==> config.mk <==
export PLATFORM = sky130hd
export DESIGN_NAME = cpu_if
export DESIGN_NICKNAME = d
export VERILOG_FILES = /design/src/verilog/cpu_pkg.sv /design/src/verilog/cpu_decompress.sv /design/src/verilog/cpu_if.sv
export VERILOG_INCLUDE_DIRS = /design/src /design/src/include
export SDC_FILE = /design/constraint.sdc
export NUM_CORES = 1
export LEC_CHECK = 0
export BUFFER_PORTS_ARGS = -buffer_cell sky130_fd_sc_hd__buf_2
export CORE_MARGIN = 5
export CORE_UTILIZATION = 23
export CTS_BUF_LIST = sky130_fd_sc_hd__clkbuf_4
export CTS_CLUSTER_DIAMETER = 120
export DETAILED_ROUTE_END_ITERATION = 10
export PLACE_DENSITY_LB_ADDON = 0.25
export SYNTH_ARGS = -nofsm -noshare
export SYNTH_HDL_FRONTEND = slang
export SYNTH_SLANG_ARGS = --single-unit
==> constraint.sdc <==
create_clock -name clk_i -period 4.55 [get_ports clk_i]
set_clock_uncertainty 0.1 [all_clocks]
set_input_delay 1.1375 -clock clk_i [delete_from_list [all_inputs] [get_ports clk_i]]
set_output_delay 1.1375 -clock clk_i [all_outputs]
set_load 0.05 [all_outputs]
==> src/include/cpu_params.svh <==
`ifndef CPU_PARAMS_SVH
`define CPU_PARAMS_SVH

// addi x0, x0, 0
`define NOP_IR 32'h0000_0013

// pc value that marks a bubble slot on the fetch output
`define NOP_PC 32'hFFFF_FFFF

// instruction memory geometry, in words
`define IMEM_DEPTH 256
`define IMEM_AW    8      // log2 of depth

`endif

==> src/verilog/cpu_pkg.sv <==
package cpu_pkg;

    // basic widths
    typedef logic [31:0] word_t;   // instruction or data word
    typedef logic [15:0] half_t;   // compressed instr, saved upper half
    typedef logic [31:0] addr_t;   // byte address / pc

    // fetch alignment fsm, one-hot
    typedef enum logic [4:0] {
        S_STARTUP        = 5'b00001,   // waiting on first memory read
        S_ALIGNED        = 5'b00010,   // next instr starts at word bit 0
        S_UNALIGNED      = 5'b00100,   // next instr starts at word bit 16
        S_UNALIGNED_JUMP = 5'b01000,   // fetching word of an unaligned target
        S_HALTED         = 5'b10000    // sticky until reset
    } fetch_state_t;

endpackage

==> src/verilog/cpu_decompress.sv <==
module cpu_decompress (
    input  cpu_pkg::word_t ir_i,
    output cpu_pkg::word_t ir_o,
    output logic           compressed_o
);
    import cpu_pkg::*;

    // rv32i major opcodes
    localparam logic [6:0] OP_LOAD   = 7'b0000011;
    localparam logic [6:0] OP_STORE  = 7'b0100011;
    localparam logic [6:0] OP_IMM    = 7'b0010011;
    localparam logic [6:0] OP_LUI    = 7'b0110111;
    localparam logic [6:0] OP_OP     = 7'b0110011;
    localparam logic [6:0] OP_JAL    = 7'b1101111;
    localparam logic [6:0] OP_BRANCH = 7'b1100011;

    half_t       c_w;        // low halfword under decode
    logic [2:0]  funct3_w;
    logic [4:0]  rd_w;       // full 5-bit rd / rs1
    logic [4:0]  rs2_w;
    logic [4:0]  rs1p_w;     // x8..x15 from bits 9:7
    logic [4:0]  rs2p_w;     // x8..x15 from bits 4:2
    logic [11:0] ci_imm_w;   // sign extended 6-bit immediate
    logic [11:0] mem_imm_w;  // c.lw / c.sw word offset
    logic [11:0] cj_off_w;
    logic [20:0] jal_imm_w;
    logic [8:0]  cb_off_w;
    logic [12:0] br_imm_w;
    word_t       expanded_w;

    assign c_w          = ir_i[15:0];
    assign compressed_o = (c_w[1:0] != 2'b11);

    assign funct3_w = c_w[15:13];
    assign rd_w     = c_w[11:7];
    assign rs2_w    = c_w[6:2];
    assign rs1p_w   = {2'b01, c_w[9:7]};
    assign rs2p_w   = {2'b01, c_w[4:2]};

    assign ci_imm_w  = {{6{c_w[12]}}, c_w[12], c_w[6:2]};
    assign mem_imm_w = {5'd0, c_w[5], c_w[12:10], c_w[6], 2'b00};

    // c.j offset scatter
    assign cj_off_w  = {c_w[12], c_w[8], c_w[10:9], c_w[6], c_w[7], c_w[2], c_w[11],
                        c_w[5:3], 1'b0};
    assign jal_imm_w = {{9{cj_off_w[11]}}, cj_off_w};

    // c.beqz / c.bnez offset scatter
    assign cb_off_w = {c_w[12], c_w[6:5], c_w[2], c_w[11:10], c_w[4:3], 1'b0};
    assign br_imm_w = {{4{cb_off_w[8]}}, cb_off_w};

    always_comb begin
        expanded_w = '0;   // unsupported encodings stay illegal
        case (c_w[1:0])
            2'b00: begin
                case (funct3_w)
                    3'b010: expanded_w = {mem_imm_w, rs1p_w, 3'b010, rs2p_w, OP_LOAD};
                    3'b110: expanded_w = {mem_imm_w[11:5], rs2p_w, rs1p_w, 3'b010,
                                          mem_imm_w[4:0], OP_STORE};
                    default: expanded_w = '0;
                endcase
            end
            2'b01: begin
                case (funct3_w)
                    3'b000: expanded_w = {ci_imm_w, rd_w, 3'b000, rd_w, OP_IMM};  // c.addi, c.nop
                    3'b010: expanded_w = {ci_imm_w, 5'd0, 3'b000, rd_w, OP_IMM};  // c.li
                    3'b011: begin
                        // rd == x2 is c.addi16sp, not handled here
                        if (rd_w != 5'd2) begin
                            expanded_w = {{8{ci_imm_w[11]}}, ci_imm_w, rd_w, OP_LUI};
                        end
                    end
                    3'b101: expanded_w = {jal_imm_w[20], jal_imm_w[10:1], jal_imm_w[11],
                                          jal_imm_w[19:12], 5'd0, OP_JAL};
                    3'b110,
                    3'b111: begin
                        // funct3 bit 0 picks bne over beq
                        expanded_w = {br_imm_w[12], br_imm_w[10:5], 5'd0, rs1p_w,
                                      {2'b00, funct3_w[0]}, br_imm_w[4:1], br_imm_w[11],
                                      OP_BRANCH};
                    end
                    default: expanded_w = '0;
                endcase
            end
            2'b10: begin
                // rs2 == 0 would be c.jr / c.jalr / c.ebreak
                if (funct3_w == 3'b100 && rs2_w != 5'd0) begin
                    if (c_w[12]) begin
                        expanded_w = {7'd0, rs2_w, rd_w, 3'b000, rd_w, OP_OP};  // c.add
                    end else begin
                        expanded_w = {7'd0, rs2_w, 5'd0, 3'b000, rd_w, OP_OP};  // c.mv
                    end
                end
            end
            default: expanded_w = ir_i;   // full 32-bit instr
        endcase
    end

    assign ir_o = expanded_w;

endmodule

==> src/verilog/cpu_if.sv <==
`include "cpu_params.svh"

module cpu_if (
    input  logic           clk_i,
    input  logic           rst_i,
    input  logic           halt_i,
    input  logic           ready_i,       // decode can take an instr
    input  logic           jmp_valid_i,
    input  cpu_pkg::addr_t jmp_addr_i,
    input  cpu_pkg::word_t imem_data_i,   // word addressed last cycle
    output cpu_pkg::addr_t imem_addr_o,
    output cpu_pkg::addr_t pc_o,
    output cpu_pkg::addr_t next_pc_o,
    output cpu_pkg::word_t ir_o
);
    import cpu_pkg::*;

    fetch_state_t state_r;
    fetch_state_t state_w;
    logic [1:0]   first_cycle_r;   // startup wait counter

    addr_t imem_addr_r;
    addr_t imem_addr_w;
    addr_t pc_r;
    addr_t next_pc_r;   // pc of the candidate instr
    addr_t jmp_addr_r;
    word_t ir_r;
    half_t saved_ir_r;  // upper half of the previous word

    word_t cand_ir_w;
    word_t expanded_ir_w;
    logic  compressed_w;

    // fsm edges
    logic halt_w;
    logic wait_w;
    logic run_w;
    logic stall_w;
    logic in_aligned_w;
    logic in_unaligned_w;
    logic aligned_jump_w;
    logic unaligned_jump_1_w;
    logic unaligned_jump_2_w;
    logic emit_w;
    logic stay_aligned_w;
    logic lose_alignment_w;
    logic stay_unaligned_w;
    logic gain_alignment_w;

    always_comb begin
        halt_w         = halt_i || (state_r == S_HALTED);
        wait_w         = !halt_w && (state_r == S_STARTUP) && first_cycle_r[0];
        run_w          = !halt_w && !wait_w && ready_i;
        stall_w        = !halt_w && !wait_w && !ready_i;
        in_aligned_w   = (state_r == S_STARTUP) || (state_r == S_ALIGNED);
        in_unaligned_w = (state_r == S_UNALIGNED);

        aligned_jump_w     = run_w && jmp_valid_i && !jmp_addr_i[1];
        unaligned_jump_1_w = run_w && jmp_valid_i && jmp_addr_i[1];
        unaligned_jump_2_w = run_w && !jmp_valid_i && (state_r == S_UNALIGNED_JUMP);

        emit_w           = run_w && !jmp_valid_i && (in_aligned_w || in_unaligned_w);
        stay_aligned_w   = emit_w && in_aligned_w && !compressed_w;
        lose_alignment_w = emit_w && in_aligned_w && compressed_w;
        stay_unaligned_w = emit_w && in_unaligned_w && !compressed_w;
        gain_alignment_w = emit_w && in_unaligned_w && compressed_w;
    end

    always_comb begin
        state_w = state_r;   // stall holds
        if (halt_w) begin
            state_w = S_HALTED;
        end else if (wait_w) begin
            state_w = S_STARTUP;
        end else if (aligned_jump_w || stay_aligned_w || gain_alignment_w) begin
            state_w = S_ALIGNED;
        end else if (unaligned_jump_2_w || stay_unaligned_w || lose_alignment_w) begin
            state_w = S_UNALIGNED;
        end else if (unaligned_jump_1_w) begin
            state_w = S_UNALIGNED_JUMP;
        end
    end

    // memory address, presented straight to the ram
    always_comb begin
        imem_addr_w = imem_addr_r;   // stall, or upper half still pending
        if (halt_w || wait_w) begin
            imem_addr_w = '0;
        end else if (aligned_jump_w || unaligned_jump_1_w) begin
            imem_addr_w = {jmp_addr_i[31:2], 2'b00};
        end else if (stay_aligned_w || lose_alignment_w || stay_unaligned_w ||
                     unaligned_jump_2_w) begin
            imem_addr_w = imem_addr_r + 32'd4;
        end
    end

    // candidate instr depends on where it starts in the word
    always_comb begin
        case (state_r)
            S_STARTUP,
            S_ALIGNED:   cand_ir_w = imem_data_i;
            S_UNALIGNED: cand_ir_w = {imem_data_i[15:0], saved_ir_r};
            default:     cand_ir_w = `NOP_IR;
        endcase
    end

    cpu_decompress u_decompress (
        .ir_i         (cand_ir_w),
        .ir_o         (expanded_ir_w),
        .compressed_o (compressed_w)
    );

    always_ff @(posedge clk_i) begin
        if (rst_i) begin
            state_r       <= S_STARTUP;
            first_cycle_r <= 2'b11;
            imem_addr_r   <= '0;
        end else begin
            state_r       <= state_w;
            first_cycle_r <= {1'b0, first_cycle_r[1]};
            imem_addr_r   <= imem_addr_w;
        end
    end

    // output slot, bubble unless an instr is emitted
    always_ff @(posedge clk_i) begin
        if (rst_i) begin
            ir_r <= `NOP_IR;
            pc_r <= `NOP_PC;
        end else if (emit_w) begin
            ir_r <= expanded_ir_w;
            pc_r <= next_pc_r;
        end else if (!stall_w) begin
            ir_r <= `NOP_IR;
            pc_r <= `NOP_PC;
        end
    end

    always_ff @(posedge clk_i) begin
        if (rst_i) begin
            next_pc_r <= '0;
        end else if (halt_w) begin
            next_pc_r <= `NOP_PC;
        end else if (wait_w) begin
            next_pc_r <= '0;
        end else if (aligned_jump_w || unaligned_jump_1_w) begin
            next_pc_r <= jmp_addr_i;
        end else if (unaligned_jump_2_w) begin
            next_pc_r <= jmp_addr_r;
        end else if (emit_w) begin
            next_pc_r <= next_pc_r + (compressed_w ? 32'd2 : 32'd4);
        end
    end

    always_ff @(posedge clk_i) begin
        if (unaligned_jump_1_w) begin
            jmp_addr_r <= jmp_addr_i;
        end
    end

    // keep the upper half whenever the next instr starts there
    always_ff @(posedge clk_i) begin
        if (lose_alignment_w || stay_unaligned_w || unaligned_jump_2_w) begin
            saved_ir_r <= imem_data_i[31:16];
        end
    end

    assign imem_addr_o = imem_addr_w;
    assign pc_o        = pc_r;
    assign next_pc_o   = next_pc_r;
    assign ir_o        = ir_r;

endmodule

==> run_results.csv <==
group,metric,value,unit
cts,clk_pin_slew,0.17,ns
synth,synth_edf_count,48,
routing,ant_nets,0,
placement,dp_hpwl,34.08,mm
cells_and_area,drive_gt1_share,29.99,%
routing,dr.pass1.iters,5,
floorplan,io_pins,197,
global_routing,grt_start_max_net_pins,45,
critical_path,cp-end-kind,"output pin",
synth,synth.net_count,1288,
critical_path,crit_buf_inv,4,
global_routing,antenna_found_initial,5,
synth,netlist_instances,1215,
synth,synthArstFlopShare,0,%
cts,insertion_delay,0.67,ns
floorplan,core,43080,sq um
routing,drt-total-wl,46.26,mm
status,violations,"setup timing",
sta,max_slew_margin,36.02,%
placement,globalplace.congestion,0.9415,
cells_and_area,nets,1524,
hold_path,hold_depth,1,
pwr,powerDensity,284.5,nW/um^2
sta,fmax,215.4,MHz
routing,drt_iter0_drc,998,
synth,yosys_register_bits,183,
critical_path,cp_data_arrival_time,3.40,ns
routing,remaining_drc_errors,0,
hold_path,hp-class,"reg2reg",
flow_run,drv_cap,0,
synth,ys_seq_area_share,41.39,%
cts,cts_root_buffer,"clkbuf_4",
routing,detailroute.via_count,10850,
floorplan,row_count,76,
critical_path,crit_top_cell,"buf_6",
floorplan,die_area,47800,sq um
sta,finalMaxSlewViolations,0,
cells_and_area,seq_area,4156,sq um
global_routing,grt_pass1_vias,10210,
global_routing,grt_use_total,18.63,%
critical_path,path_cells,"buf_2 > nand2b_1 > or4_4 > a211oi_4 > buf_6 > buf_8 > or2_4 > nor2_4 > a221o_1 > and2_2 > buf_6",
cts,clockBufferDepth,2,
critical_path,cp.required,3.31,ns
synth,yosysTopAreaCell,"dfxtp_1",
sta,fin_setup_tns,-0.7676,ns
synth,synth.area.top_cells,"dfxtp_1 27%, edfxtp_1 14%, nor2_1 5.7%",
routing,routed_via_density,5.286,
synth,yosysUniqueCellTypes,78,
synth,yosysWarnings,0,
floorplan,die-height,218.6,um
cells_and_area,fill_cells,4556,
cells_and_area,syn_to_final_growth,35.25,%
synth,netlist.area_leader.share,27.00,%
cts,hold_buffers,0,
pwr,p_total,3852,uW
critical_path,slowest_stage,"or4_4",
critical_path,cpPeakStageDelay,0.51,ns
sta,fin_crit,4.642,ns
pwr,power.leakage,0.004859,uW
critical_path,path_max_fanout,6,
sta,max_slew.worst_pin.slew,0.9533,ns
pwr,peakVddDrop,0.1368,mV
synth,synth-main-ff-cell,"dfxtp_1",
global_routing,grt_overflow,0,
sta,whs,0.3298,ns
critical_path,setup.worst_path.class,"in2out",
placement,dp_cells,1995,
critical_path,cp_top_family,"simple AND/OR/NAND/NOR gates",
cts,cts_buffers,17,
status,status,"complete, but fails checks",
sta,fin_ws,-0.09236,ns
sta,rsz0062_at_grt,"true",
cells_and_area,fin_cells,2053,
sta,setup_violations,20,
critical_path,start_kind,"input port",
cts,cts_max_level,4,
synth,synth_area,10010,sq um
synth,syn_avg_cell_area,8.239,sq um
sta,hold_viol,0,
cts,cts_num_sinks,183,
sta,post-route-period-util,102.0,%
floorplan,die_x,218.6,um
placement,port_buffers,196,
critical_path,cp.depth,11,
routing,wl_per_cell,22.53,um
cts,cts_tree,"done",
critical_path,reg2regPathDepth,16,
floorplan,initial_core_util,23.24,%
cells_and_area,multiInputGateArea,5969,sq um
global_routing,grt_pass1_wl,67.32,mm
[sequential cells by signal, indices dropped and copies added (netlist names)]
register,flops
pc_o,32
imem_addr_r,32
first_cycle_r,2
jmp_addr_r,32
saved_ir_r,16
state_r,5
next_pc_o,32
ir_o,32
[synthesized netlist by cell type, types with 4 or more instances]
cell	n
nor2_1	153
dfxtp_1	135
nand2_1	117
o21ai_0	94
clkbuf_1	83
a21oi_1	78
edfxtp_1	48
o22ai_1	46
xnor2_1	45
nor3_1	41
nand3_1	39
a211oi_1	22
a221oi_1	19
a22o_1	19
a22oi_1	19
o211ai_1	17
inv_1	14
nor4_1	14
and2_1	13
and3_1	13
nand4_1	13
o2111ai_1	12
a31oi_1	9
nand2b_1	8
a21o_1	6
and4_1	6
buf_2	6
nor3b_1	6
or4_1	6
xor2_1	6
a32oi_1	5
nor4b_1	5
or2_2	5
or3_1	5
a21boi_0	4
nor2b_1	4
o211a_1	4
o22a_1	4
o31ai_1	4
[repair_timing]
action / in CTS / in global routing
setup endpoints to repair: 30 / 30
pin swaps: 44 / 41
hold endpoints to repair: 0 / 0
cloned: 0 / 3
resized for setup: 91 / 53
setup buffers: 11 / 11
[per-stage QoR]
stage	util, %	instance area [sq um]	setup WS (ns)
finish	31.43	13540	-0.09236
global route	31.42	13540	-0.1534
CTS	30.46	13120	-0.1565
detailed placement	28.72	12370	-0.1682
global placement	28.72	12370	-0.1539
floorplan	-	10170	-0.03715
[report_power, final]
group / internal [uW] / switching (uW)
logic: 320 / 673
registers: 1720 / 90.3
clock network: 360 / 684
total: 2400 / 1450
[worst paths after layout]
check                endpoint              from  slack, ns
max           imem_addr_o[11]       jmp_valid_i      -0.09
min          first_cycle_r[0]  first_cycle_r[1]       0.33
max reg2reg     next_pc_o[29]        state_r[0]       0.84
min reg2reg  first_cycle_r[0]  first_cycle_r[1]       0.33
[placed cells by master (no fill, tap or decap), drive strengths merged, types with 6 or more instances in the layout]
cell / n
inv: 23
o211ai: 17
o21ai: 96
and4: 6
a211oi: 24
a31oi: 9
dfxtp: 135
nor3b: 6
and2: 15
a22oi: 19
a21o: 6
a221oi: 19
a21oi: 78
nor4: 15
nor2: 154
or4: 7
a22o: 19
o22ai: 46
and3: 13
xnor2: 45
buf: 306
edfxtp: 48
nand2: 117
nand2b: 8
xor2: 6
o2111ai: 12
nand4: 13
nor3: 43
nand3: 39
clkbuf: 21
[final cells by class]
| cell class | instances | area share [%] |
|---|---|---|
| inverter | 14 | 0.3881 |
| clock buffer | 18 | 0.9981 |
| clock inverter | 14 | 1.322 |
| sequential | 183 | 30.70 |
| multi-input combinational | 926 | 44.09 |
| timing repair buffer | 309 | 17.02 |
| tap | 585 | 5.406 |
| antenna | 4 | 0.07393 |
[cell families (layout without fill, tap and decap cells)]
family	after synthesis	count (layout)	share of synthesized area, %
buffers and inverters	106	355	4.087
other	0	4	0
and+or+nand+nor	463	463	22.03
xor gates and xnor gates	51	51	4.462
adders and majority gates	4	4	0.5750
AOI/OAI and AO/OA	406	406	27.25
DFF	183	183	41.39
muxes	2	2	0.2000
[layer usage]
layer	up-vias	part of all wire (%)	track usage (%)
li1	5030	-	-
met1	5339	46	26.78
met2	423	45	28.89
met3	61	5.8	2.743
met4	0	2.6	5.673
met5	-	0	0
Power figures use the tool's default switching activity.
